===== config.mk =====
export PLATFORM = sky130hd
export DESIGN_NAME = touch_subsystem
export DESIGN_NICKNAME = d
export VERILOG_FILES = /design/src/source/touch_cmd_pkg.sv /design/src/source/touch_coord_pkg.sv /design/src/source/touch_config_regs.sv /design/src/source/touch_coord_scaler.sv /design/src/source/touch_scan_sequencer.sv /design/src/source/touch_spi_master.sv /design/src/source/touch_subsystem.sv
export VERILOG_INCLUDE_DIRS = /design/src /design/src/source
export SDC_FILE = /design/constraint.sdc
export NUM_CORES = 1
export LEC_CHECK = 0
export CAP_MARGIN = 30
export CORE_UTILIZATION = 65
export DETAILED_ROUTE_END_ITERATION = 8
export DONT_BUFFER_PORTS = 1
export PLACE_DENSITY = 0.79
export SLEW_MARGIN = 30
export SYNTH_ARGS = -nofsm -noshare
export SYNTH_HDL_FRONTEND = slang
export SYNTH_SLANG_ARGS = --single-unit

===== constraint.sdc =====
create_clock -name cclk -period 7.8 [get_ports cclk]
set_clock_uncertainty 0.15 [all_clocks]
set_input_delay 1.56 -clock cclk [delete_from_list [all_inputs] [get_ports cclk]]
set_output_delay 1.56 -clock cclk [all_outputs]
set_load 0.01 [all_outputs]

===== src/source/touch_settings.svh =====
`ifndef TOUCH_SETTINGS_SVH
`define TOUCH_SETTINGS_SVH

// Datapath widths
`define TOUCH_SAMPLE_W 12 // One ADC conversion result
`define TOUCH_DIV_W    16 // Serial clock half-period field
`define TOUCH_REP_W    8  // Conversions per channel

// Frames the consumer can buffer before it must return credit
`define TOUCH_CREDITS 2

// Register defaults after reset
`define TOUCH_DIV_RESET       100     // Slow enough for a cold panel
`define TOUCH_REP_RESET       15      // Settling repeats per channel
`define TOUCH_X_MIN_RESET     12'h090
`define TOUCH_Y_MIN_RESET     12'h060
`define TOUCH_Z_THRESH_RESET  12'h100 // Light press still counts as touch

`endif


===== src/source/touch_cmd_pkg.sv =====
package touch_cmd_pkg;

	// Command byte, sent LSB first
	// [0] start, [2:1] channel, [3] mode, [7:4] zero
	typedef logic [7:0] cmd_byte_t;

	// Channel select codes of the touch ADC
	typedef enum logic [1:0] {
		CH_X = 2'b10,
		CH_Y = 2'b00,
		CH_Z = 2'b01
	} channel_t;

	// Scan sequencer states
	typedef enum logic [1:0] {
		SEQ_IDLE,  // Waiting for enable and credit
		SEQ_START, // Issue one conversion
		SEQ_WAIT,  // Conversion in flight
		SEQ_EMIT   // Frame complete
	} seq_state_t;

	// Build the command for a channel with start and mode bits set
	function automatic cmd_byte_t make_cmd(channel_t ch);
		return {4'b0000, 1'b1, ch, 1'b1};
	endfunction

endpackage


===== src/source/touch_coord_pkg.sv =====
`include "touch_settings.svh"

package touch_coord_pkg;

	// Raw ADC value straight off the serial link
	typedef logic [`TOUCH_SAMPLE_W-1:0] sample_t;

	// Coordinate after calibration offset is removed
	typedef logic [`TOUCH_SAMPLE_W-1:0] coord_t;

	// Number of conversions per channel in one frame
	typedef logic [`TOUCH_REP_W-1:0] rep_t;

endpackage


===== src/source/touch_config_regs.sv =====
`timescale 1ns/100ps
`include "touch_settings.svh"

module touch_config_regs (
	input  logic                       cclk,
	input  logic                       rstb,
	input  logic                       cfg_we,
	input  logic [2:0]                 cfg_addr,
	input  logic [15:0]                cfg_wdata,
	output logic [15:0]                cfg_rdata,
	output logic                       scan_en,
	output logic [`TOUCH_DIV_W-1:0]    clk_div,
	output touch_coord_pkg::rep_t      rep_count,
	output touch_coord_pkg::sample_t   x_min,
	output touch_coord_pkg::sample_t   y_min,
	output touch_coord_pkg::sample_t   z_thresh
);
	// Register map
	localparam logic [2:0] ADDR_EN     = 3'd0;
	localparam logic [2:0] ADDR_DIV    = 3'd1;
	localparam logic [2:0] ADDR_REP    = 3'd2;
	localparam logic [2:0] ADDR_XMIN   = 3'd3;
	localparam logic [2:0] ADDR_YMIN   = 3'd4;
	localparam logic [2:0] ADDR_ZTHR   = 3'd5;

	always_ff @(posedge cclk) begin
		if (!rstb) begin
			scan_en   <= 1'b0; // Scanning off until software enables it
			clk_div   <= `TOUCH_DIV_RESET;
			rep_count <= `TOUCH_REP_RESET;
			x_min     <= `TOUCH_X_MIN_RESET;
			y_min     <= `TOUCH_Y_MIN_RESET;
			z_thresh  <= `TOUCH_Z_THRESH_RESET;
		end else if (cfg_we) begin
			case (cfg_addr) // Upper data bits dropped for narrow fields
				ADDR_EN:   scan_en   <= cfg_wdata[0];
				ADDR_DIV:  clk_div   <= cfg_wdata[`TOUCH_DIV_W-1:0];
				ADDR_REP:  rep_count <= cfg_wdata[`TOUCH_REP_W-1:0];
				ADDR_XMIN: x_min     <= cfg_wdata[`TOUCH_SAMPLE_W-1:0];
				ADDR_YMIN: y_min     <= cfg_wdata[`TOUCH_SAMPLE_W-1:0];
				ADDR_ZTHR: z_thresh  <= cfg_wdata[`TOUCH_SAMPLE_W-1:0];
				default: ; // Unmapped, write ignored
			endcase
		end
	end

	// Readback, zero extended
	always_comb begin
		case (cfg_addr)
			ADDR_EN:   cfg_rdata = 16'(scan_en);
			ADDR_DIV:  cfg_rdata = 16'(clk_div);
			ADDR_REP:  cfg_rdata = 16'(rep_count);
			ADDR_XMIN: cfg_rdata = 16'(x_min);
			ADDR_YMIN: cfg_rdata = 16'(y_min);
			ADDR_ZTHR: cfg_rdata = 16'(z_thresh);
			default:   cfg_rdata = '0;
		endcase
	end

endmodule


===== src/source/touch_coord_scaler.sv =====
`timescale 1ns/100ps

module touch_coord_scaler (
	input  logic                       cclk,
	input  logic                       rstb,
	input  logic                       raw_valid,
	input  touch_coord_pkg::sample_t   raw_x,
	input  touch_coord_pkg::sample_t   raw_y,
	input  touch_coord_pkg::sample_t   raw_z,
	input  touch_coord_pkg::sample_t   x_min,
	input  touch_coord_pkg::sample_t   y_min,
	input  touch_coord_pkg::sample_t   z_thresh,
	output logic                       frame_valid,
	output touch_coord_pkg::coord_t    pos_x,
	output touch_coord_pkg::coord_t    pos_y,
	output touch_coord_pkg::sample_t   pressure,
	output logic                       touched
);
	always_ff @(posedge cclk) begin
		if (!rstb)
			frame_valid <= 1'b0;
		else
			frame_valid <= raw_valid; // One stage behind the sequencer
	end

	// Frame payload, loaded with each new raw frame
	always_ff @(posedge cclk) begin
		if (raw_valid) begin
			// Offset removal, clamped at the panel edge
			pos_x    <= (raw_x > x_min) ? touch_coord_pkg::coord_t'(raw_x - x_min) : '0;
			pos_y    <= (raw_y > y_min) ? touch_coord_pkg::coord_t'(raw_y - y_min) : '0;
			pressure <= raw_z;
			touched  <= (raw_z >= z_thresh); // Threshold itself counts as a press
		end
	end

endmodule


===== src/source/touch_scan_sequencer.sv =====
`timescale 1ns/100ps
`include "touch_settings.svh"

module touch_scan_sequencer (
	input  logic                       cclk,
	input  logic                       rstb,
	input  logic                       scan_en,
	input  touch_coord_pkg::rep_t      rep_count,
	input  logic                       credit_return,
	output logic                       start,
	output touch_cmd_pkg::channel_t    channel,
	input  logic                       xfer_busy,
	input  logic                       done,
	input  touch_coord_pkg::sample_t   sample,
	output logic                       raw_valid,
	output touch_coord_pkg::sample_t   raw_x,
	output touch_coord_pkg::sample_t   raw_y,
	output touch_coord_pkg::sample_t   raw_z
);
	localparam int CREDIT_W = $clog2(`TOUCH_CREDITS + 1);

	touch_cmd_pkg::seq_state_t  state;
	touch_coord_pkg::rep_t      rep_cnt;   // Conversions done on this channel
	logic [CREDIT_W-1:0]        credits;
	logic                       take;
	logic                       last_rep;

	assign take     = (state == touch_cmd_pkg::SEQ_EMIT); // Lines up with raw_valid
	assign last_rep = (rep_cnt + 1'b1 >= rep_count);       // Zero count acts as one

	// Consumer credit
	always_ff @(posedge cclk) begin
		if (!rstb)
			credits <= CREDIT_W'(`TOUCH_CREDITS);
		else
			credits <= credits - CREDIT_W'(take) + CREDIT_W'(credit_return);
	end

	always_ff @(posedge cclk) begin
		if (!rstb) begin
			state     <= touch_cmd_pkg::SEQ_IDLE;
			channel   <= touch_cmd_pkg::CH_X;
			rep_cnt   <= '0;
			start     <= 1'b0;
			raw_valid <= 1'b0;
		end else begin
			start     <= 1'b0;
			raw_valid <= 1'b0;
			case (state)
				touch_cmd_pkg::SEQ_IDLE: if (scan_en && credits != '0) begin
					channel <= touch_cmd_pkg::CH_X; // Every frame starts on X
					rep_cnt <= '0;
					state   <= touch_cmd_pkg::SEQ_START;
				end
				touch_cmd_pkg::SEQ_START: if (!xfer_busy) begin
					start <= 1'b1;
					state <= touch_cmd_pkg::SEQ_WAIT;
				end
				touch_cmd_pkg::SEQ_WAIT: if (done) begin
					if (!last_rep) begin
						rep_cnt <= rep_cnt + 1'b1; // Same channel again, panel settling
						state   <= touch_cmd_pkg::SEQ_START;
					end else begin
						rep_cnt <= '0;
						case (channel)
							touch_cmd_pkg::CH_X: begin
								channel <= touch_cmd_pkg::CH_Y;
								state   <= touch_cmd_pkg::SEQ_START;
							end
							touch_cmd_pkg::CH_Y: begin
								channel <= touch_cmd_pkg::CH_Z;
								state   <= touch_cmd_pkg::SEQ_START;
							end
							default: state <= touch_cmd_pkg::SEQ_EMIT; // Z was last
						endcase
					end
				end
				default: begin // SEQ_EMIT
					raw_valid <= 1'b1;
					state     <= touch_cmd_pkg::SEQ_IDLE;
				end
			endcase
		end
	end

	// Last conversion of each channel wins
	always_ff @(posedge cclk) begin
		if (state == touch_cmd_pkg::SEQ_WAIT && done) begin
			case (channel)
				touch_cmd_pkg::CH_X: raw_x <= sample;
				touch_cmd_pkg::CH_Y: raw_y <= sample;
				default:             raw_z <= sample;
			endcase
		end
	end

endmodule


===== src/source/touch_spi_master.sv =====
`timescale 1ns/100ps
`include "touch_settings.svh"

module touch_spi_master (
	input  logic                       cclk,
	input  logic                       rstb,
	input  logic [`TOUCH_DIV_W-1:0]    clk_div,   // touch_clk half period in cclk cycles
	input  logic                       start,
	input  touch_cmd_pkg::channel_t    channel,
	output logic                       xfer_busy,
	output logic                       done,
	output touch_coord_pkg::sample_t   sample,
	output logic                       touch_csb,
	output logic                       touch_clk,
	output logic                       data_out,
	input  logic                       data_in
);
	// Transaction period map
	localparam logic [4:0] CMD_LAST    = 5'd7;  // Periods 0..7 carry the command
	localparam logic [4:0] RX_FIRST    = 5'd9;  // Period 8 is a gap
	localparam logic [4:0] RX_LAST     = 5'd20; // 12 data bits, MSB first
	localparam logic [4:0] LAST_PERIOD = 5'd24;

	logic [`TOUCH_DIV_W-1:0]    div_cnt;
	logic [4:0]                 period;    // Advances on each falling touch_clk
	touch_cmd_pkg::cmd_byte_t   cmd_word;
	touch_cmd_pkg::cmd_byte_t   cmd_sr;    // Remaining command bits
	touch_coord_pkg::sample_t   rx_sr;
	logic                       accept;
	logic                       tick;
	logic                       fall_tick;
	logic                       rise_tick;
	logic                       receiving;

	assign cmd_word  = touch_cmd_pkg::make_cmd(channel);
	assign accept    = start && !xfer_busy;
	assign tick      = xfer_busy && (div_cnt == clk_div - 1'b1);
	assign fall_tick = tick && touch_clk;  // Clock about to drop
	assign rise_tick = tick && !touch_clk;
	assign receiving = (period >= RX_FIRST) && (period <= RX_LAST);
	assign touch_csb = ~xfer_busy; // Chip select low for the whole transaction

	// Serial clock divider, parked low between transactions
	always_ff @(posedge cclk) begin
		if (!rstb) begin
			div_cnt   <= '0;
			touch_clk <= 1'b0;
		end else if (!xfer_busy) begin
			div_cnt   <= '0;
			touch_clk <= 1'b0;
		end else if (tick) begin
			div_cnt   <= '0;
			touch_clk <= ~touch_clk;
		end else begin
			div_cnt <= div_cnt + 1'b1;
		end
	end

	// Period counter, command bit output and completion
	always_ff @(posedge cclk) begin
		if (!rstb) begin
			xfer_busy <= 1'b0;
			done      <= 1'b0;
			data_out  <= 1'b0;
			period    <= '0;
		end else begin
			done <= 1'b0;
			if (accept) begin
				xfer_busy <= 1'b1;
				period    <= '0;
				data_out  <= cmd_word[0]; // Start bit leads period 0
			end else if (fall_tick) begin
				// Next command bit, or idle low from period 8 on
				data_out <= (period < CMD_LAST) ? cmd_sr[0] : 1'b0;
				if (period == LAST_PERIOD) begin
					xfer_busy <= 1'b0;
					done      <= 1'b1;
					period    <= '0;
				end else begin
					period <= period + 5'd1;
				end
			end
		end
	end

	// Shift registers and result
	always_ff @(posedge cclk) begin
		if (accept)
			cmd_sr <= cmd_word >> 1;
		else if (fall_tick)
			cmd_sr <= cmd_sr >> 1;
		if (rise_tick && receiving)
			rx_sr <= {rx_sr[`TOUCH_SAMPLE_W-2:0], data_in}; // MSB arrives first
		if (fall_tick && period == LAST_PERIOD)
			sample <= rx_sr;
	end

endmodule


===== src/source/touch_subsystem.sv =====
`timescale 1ns/100ps
`include "touch_settings.svh"

module touch_subsystem (
	input  logic                       cclk,
	input  logic                       rstb,
	input  logic                       cfg_we,
	input  logic [2:0]                 cfg_addr,
	input  logic [15:0]                cfg_wdata,
	output logic [15:0]                cfg_rdata,
	output logic                       touch_csb,
	output logic                       touch_clk,
	output logic                       data_out,
	input  logic                       data_in,
	input  logic                       credit_return,
	output logic                       frame_valid,
	output touch_coord_pkg::coord_t    pos_x,
	output touch_coord_pkg::coord_t    pos_y,
	output touch_coord_pkg::sample_t   pressure,
	output logic                       touched
);
	// Configuration fan-out
	logic                       scan_en;
	logic [`TOUCH_DIV_W-1:0]    clk_div;
	touch_coord_pkg::rep_t      rep_count;
	touch_coord_pkg::sample_t   x_min;
	touch_coord_pkg::sample_t   y_min;
	touch_coord_pkg::sample_t   z_thresh;

	// Sequencer to master
	logic                       start;
	touch_cmd_pkg::channel_t    channel;
	logic                       xfer_busy;
	logic                       done;
	touch_coord_pkg::sample_t   sample;

	// Sequencer to scaler
	logic                       raw_valid;
	touch_coord_pkg::sample_t   raw_x;
	touch_coord_pkg::sample_t   raw_y;
	touch_coord_pkg::sample_t   raw_z;

	touch_config_regs u_regs (
		.cclk, .rstb, .cfg_we, .cfg_addr, .cfg_wdata, .cfg_rdata,
		.scan_en, .clk_div, .rep_count, .x_min, .y_min, .z_thresh
	);

	touch_spi_master u_master (
		.cclk, .rstb, .clk_div, .start, .channel, .xfer_busy, .done, .sample,
		.touch_csb, .touch_clk, .data_out, .data_in
	);

	touch_scan_sequencer u_seq (
		.cclk, .rstb, .scan_en, .rep_count, .credit_return, .start, .channel,
		.xfer_busy, .done, .sample, .raw_valid, .raw_x, .raw_y, .raw_z
	);

	touch_coord_scaler u_scaler (
		.cclk, .rstb, .raw_valid, .raw_x, .raw_y, .raw_z, .x_min, .y_min, .z_thresh,
		.frame_valid, .pos_x, .pos_y, .pressure, .touched
	);

endmodule


After elaboration in Yosys (flattened, before gate mapping)

Index checks and enable logic that the tools add are counted.

$add $sub $neg: 8
Magnitude comparators: 7
Equal/unequal tests: 16
Muxes and demuxes: 28
Bitwise operators: 5
Reductions and logical operators: 38

Operators by type and width:

| operator                | count |
|---|---|
| $pmux W16 S6            | 1 |
| $gt A12 B12 Y1          | 2 |
| $mux W8                 | 3 |
| $reduce_and A2 Y1       | 12 |
| $sub A12 B12 Y12        | 2 |
| $mux W2                 | 10 |
| $add A16 B1 Y16 const B | 1 |
| $eq A16 B16 Y1          | 1 |
| $pmux W8 S2             | 1 |
| $sub A16 B1 Y16 const B | 1 |
| $ge A12 B12 Y1          | 1 |
| $logic_and A1 B1 Y1     | 9 |
| $mux W1                 | 9 |
| $reduce_or A3 Y1        | 3 |
| $add A8 B1 Y8 const B   | 1 |
| $ge A8 B8 Y1            | 1 |
| $pmux W2 S2             | 2 |
| $reduce_bool A2 Y1      | 4 |
| $eq A2 B2 Y1 const B    | 3 |
| $eq A3 B2 Y1 const B    | 2 |
| $eq A3 B3 Y1 const B    | 2 |
| $pmux W2 S3             | 1 |
| $reduce_and A3 Y1       | 2 |
| $add A5 B1 Y5 const B   | 1 |
| 18 further kinds        | 27 |

Register bits: 203
Input bits: 24
Output and inout bits: 57
Word-level logic and storage cells: 132

Longest topological paths before layout

Word-level depth: 6
Mapped depth: 12
Gate-level depth less buffers: 10

Cells and area by module

From an unflattened synthesis, not the netlist that was laid out.

Cells, all modules: 1066
Area, all modules: 10630.2 um^2

By module, submodules not included:

| module               | instances | cells each | area an instance (um^2) | sequential area each (um^2) |
|---|---|---|---|---|
| touch_coord_scaler   | 1         | 316        | 2970.3                  | 1131.1 |
| touch_config_regs    | 1         | 323        | 2825.2                  | 1221.2 |
| touch_spi_master     | 1         | 263        | 2683.8                  | 1301.2 |
| touch_scan_sequencer | 1         | 164        | 2150.8                  | 1401.3 |

Worst setup path before layout

No wires, ideal clock.

Path type: input -> output
Start: input port cfg_addr[0]
End: output port cfg_rdata[0]
Data arrival time: 2659 ps
Data required time: 6090 ps
Setup slack: 3431 ps
Stages on the path: 4
Path buffers: 2
Cell sequence: clkbuf_1 -> clkbuf_1 -> a31oi_1 -> o221ai_1

Word-level cells in the longest chain between the ends: 2
Elaborated cells between the ends (all ways): 7
Classes of those cells: 5 x eq/ne; 1 x mux; 1 x reduce/logical

RTL lines:

| what                                 | RTL line                | source |
|---|---|---|
| start: declaration                   | touch_subsystem.sv:8    | `input logic [2:0] cfg_addr,` |
| $eq A3 B3 Y1 (tied with other cells) | touch_config_regs.sv:49 | `case (cfg_addr)` |
| $pmux W16 S6 *                       | touch_config_regs.sv:49 |  |
| end: declaration                     | touch_subsystem.sv:10   | `output logic [15:0] cfg_rdata,` |

Every way passes the cells marked *; elsewhere a longest branch is shown, timed or not.

Final worst setup path

Start: input port cfg_addr[0]
End: output port cfg_rdata[14]

The elaborated chain is that of the path after synthesis.

==> summary.md <==
| Metric | Value |
|---|---|
| Proportion of power drawn by flip-flops and latches | 48.8% |
| Part of the total power dissipated in combinational logic | 3.9% |
| CP peak stage delay | 0.56 ns |
| Routed wire length on met3 | 1920 µm |
| Total half-perimeter wirelength after legalization and detailed placement | 16,600 µm |
| Initial antenna violation count | 0 |
| # resized after CTS | 0 |
| Overall die height | 126 µm |
| Cell taking the most area after synthesis | edfxtp_1 |
| Power per cell area | 212 nW/µm² |
| Routed length on met1 | 10,300 µm |
| Final setup viols | 0 |
| Count of final hold-check violations | 0 |
| Post-synthesis net count | 1,140 |
| CTS hold repair buffers | 0 |
| FF+latch count, synth | 203 |
| Number of flops mapped to enable cells by yosys | 99 |
| Critical-path cell list | nor2b_1 > nor2b_1 > and2_1 |
| Total via count after detailed routing | 7,573 |
| Overall die area | 16,000 µm² |
| Synth cell count leaders | 184 x nand2_1, 104 x dfxtp_1, 99 x edfxtp_1, 76 x a21oi_1, 75 x nor2_1 |
| Drt total wl | 22,900 µm |
| Dominant cell by count in the synthesized netlist | nand2_1 |
| Most frequent cell on the critical path | nor2b_1 |
| Leakage component of the power | 3.92 nW |
| Die width | 126 µm |
| Worst path slowest cell | nor2b_1 |
| I/O Buffers | 0 |
| Final Core Density | 72.3% |
| Final #Nets | 1,120 |
| Final sum of negative setup slack | 0 ns |
| Most instantiated flip-flop cell in the synthesis netlist | dfxtp_1 |
| Total I/O pin count | 81 |
| Sequential cell area fraction in the yosys report | 50.3% |
| Worst vdd ir | 202 µV |
| Type of destination of the critical path | primary output |
| Critical-path maximum fanout | 38 |
| Worst setup path end | cfg_rdata[14] |
| Cell count after synthesis | 1,062 |
| Syn Std Cell Area | 10,100 µm² |
| Overall global routing resource usage | 28.7% |
| WP data arrival | 2.73 ns |
| Synthesis-to-layout area growth | 8.91% |
| Total clock buffers created by CTS | 22 |
| Result of the run | complete, no violations |
| Post-placement cell count | 1,206 |
| Number of cell rows | 45 |
| Clock tree root driver cell | clkbuf_16 |
| Via count of the first global-routing pass | 6,758 |
| CP required | 6.09 ns |
| DR iter-0 viols | 551 |
| Largest net degree at the start of global routing | 62 |
| Final instance count without filler cells | 1,246 |
| Unrepaired setup endpoints after global routing | no |
| Ranking of synthesized cells by area | edfxtp_1 30%, dfxtp_1 21%, nand2_1 6.9% |
| Clock-pin slew on the worst setup and hold paths | 0.06 ns |
| Syn Area/Cell | 9.47 µm² |
| Detailed-route DRC error count | 0 |
| Net switching power figure | 0.489 mW |
| Source-to-sink clock delay at the later pin of the worst-skew pair | 0.51 ns |
| Fraction of final layout cells with drive strength greater than 1 | 6.43% |
| Class of the tightest hold or removal check | register to register |
| Number of routed nets with antenna violations | 0 |
| RR Endpoint | u_master.sample[9] |
| Area of the placeable core | 15,100 µm² |
| Transition time at the pin with the least slew margin | 0.859 ns |
| Max-capacitance violation count | 0 |
| Length in cells of the worst reg-to-reg path | 9 |
| Largest registers | u_master.div_cnt (16), u_regs.clk_div (16) |
| Category of the most critical setup path | input pin to primary output |
| CTS tree | built |
| Placer Congestion | 0.910 |
| Initial Utilization | 66.4% |
| Pre-antenna DRT Iters | 5 |
| Share of total power consumed by net switching | 21.1% |
| First-pass GRT wire length | 36,100 µm |
| Antenna Diode Count | 0 |
| Fraction of post-synthesis cell area in the top cell type by area | 29.6% |
| Postcts setup bufs | 0 |
| H-Tree Depth | 1 |
| Synth Warn # | 0 |
| Reg-to-reg setup timing slack | 3.99 ns |
| Top metal layer carrying routed signals | met4 |
| Period Utilization, post-route | 56.9% |
| CTS max path bufs | 3 |
| Met2 layer wire length in the routed design | 10,200 µm |
| Maximum clock frequency | 0.225 GHz |
| Number of sinks handled by clock tree synthesis | 203 |
| Power share of the clock group | 47.3% |
| Internal power component | 1.83 mW |
| Remaining max-slew budget at the tightest pin | 42.7% |
| FF-to-FF Start | u_regs.clk_div[0] |
| Unique masters post-synth | 69 |
| Startpoint type of the worst setup path | input pin |
| Count of final max-slew check failures | 0 |
| Routed via count divided by cell count | 6.08 |
| Launching instance or port of the critical path | cfg_addr[0] |
| Minimum period implied by the final worst setup slack | 4.44 ns |
| Async SR Flop Fraction | 0% |
| Total overflow reported by the global router | 0 |
| Detailed-route wire length per cell | 18.4 µm |
through the flow:
stage / hold slack [ns] / power (mW) / setup WS (ns) / cell area (µm²)
CTS: 0.269 / 2.33 / 3.38 / 10900
floorplan: 0.250 / 1.23 / 3.43 / 10100
global placement: 0.254 / 1.24 / 3.43 / 10200
global route: 0.290 / 2.39 / 3.28 / 11000
finish: 0.268 / 2.32 / 3.36 / 11000
detailed placement: 0.255 / 1.24 / 3.40 / 10200
kinds of logic after synthesis:
kind of cell    Yosys count  share of synthesized area [%]
simple gates            424                           19.9
compound gates          200                           12.7
mux                      14                           1.39
xor+xnor                 53                           4.62
buf+inv                 114                           4.32
flops                   203                           50.3
fa+ha+maj                54                           6.87
critical path: cells and delay by family:
| kind | cells | cell delay [ns] |
|---|---|---|
| AND/OR/NAND/NOR | 3 | 1.16 |
per-layer routing:
layer,up-vias,GRT usage (%)
li1,3695,-
met1,3530,41.3
met2,298,44.4
met3,50,6.20
met4,0,7.23
met5,-,0
power by group through the flow:
stage,clock [mW],sequential [mW],combinational (mW)
2_1_floorplan,0,1.15,0.0793
3_3_place_gp,0,1.15,0.0858
3_5_place_dp,0,1.16,0.0876
4_1_cts,1.11,1.13,0.0890
5_1_grt,1.16,1.13,0.0994
6_report,1.10,1.13,0.0898
final cells by class:
cell class / count / area (µm²)
clock buffer: 28 / 593
clock inverter: 12 / 186
fill: 1134 / 4190
inverter: 64 / 240
multi-input combinational: 745 / 4600
sequential: 203 / 5060
tap: 188 / 235
timing repair buffer: 6 / 45.0
placed cells by master, fill, tap and decap left out, types with 5 or more instances in the layout:
master,n
a21o_1,6
mux2i_1,14
xor2_1,32
nand2b_1,9
edfxtp_1,99
nor2_1,73
clkbuf_16,22
nor4_1,11
buf_4,6
o22ai_1,7
o21ai_0,35
and2_1,14
nand3_1,35
nor3_1,21
nor3b_1,5
a22oi_1,11
o211ai_1,22
a21oi_1,76
ha_1,52
or2_2,7
or3_1,5
dfxtp_1,103
and3_1,10
inv_1,63
o21a_1,6
xnor2_1,21
clkinv_2,5
nor2b_1,14
nand4_1,11
nand2_1,184
how the worst min path moves through the flow:
stage,slack (ns),cells past startpoint,to,startpoint
global route,0.29,0,u_master.sample[11],u_master.rx_sr[11]
detailed placement,0.25,0,u_master.sample[11],u_master.rx_sr[11]
finish,0.27,0,u_master.sample[11],u_master.rx_sr[11]
CTS,0.27,0,u_master.sample[11],u_master.rx_sr[11]
global placement,0.25,0,u_master.sample[11],u_master.rx_sr[11]
floorplan,0.25,0,u_master.sample[11],u_master.rx_sr[11]
Power figures use the tool's default switching activity.
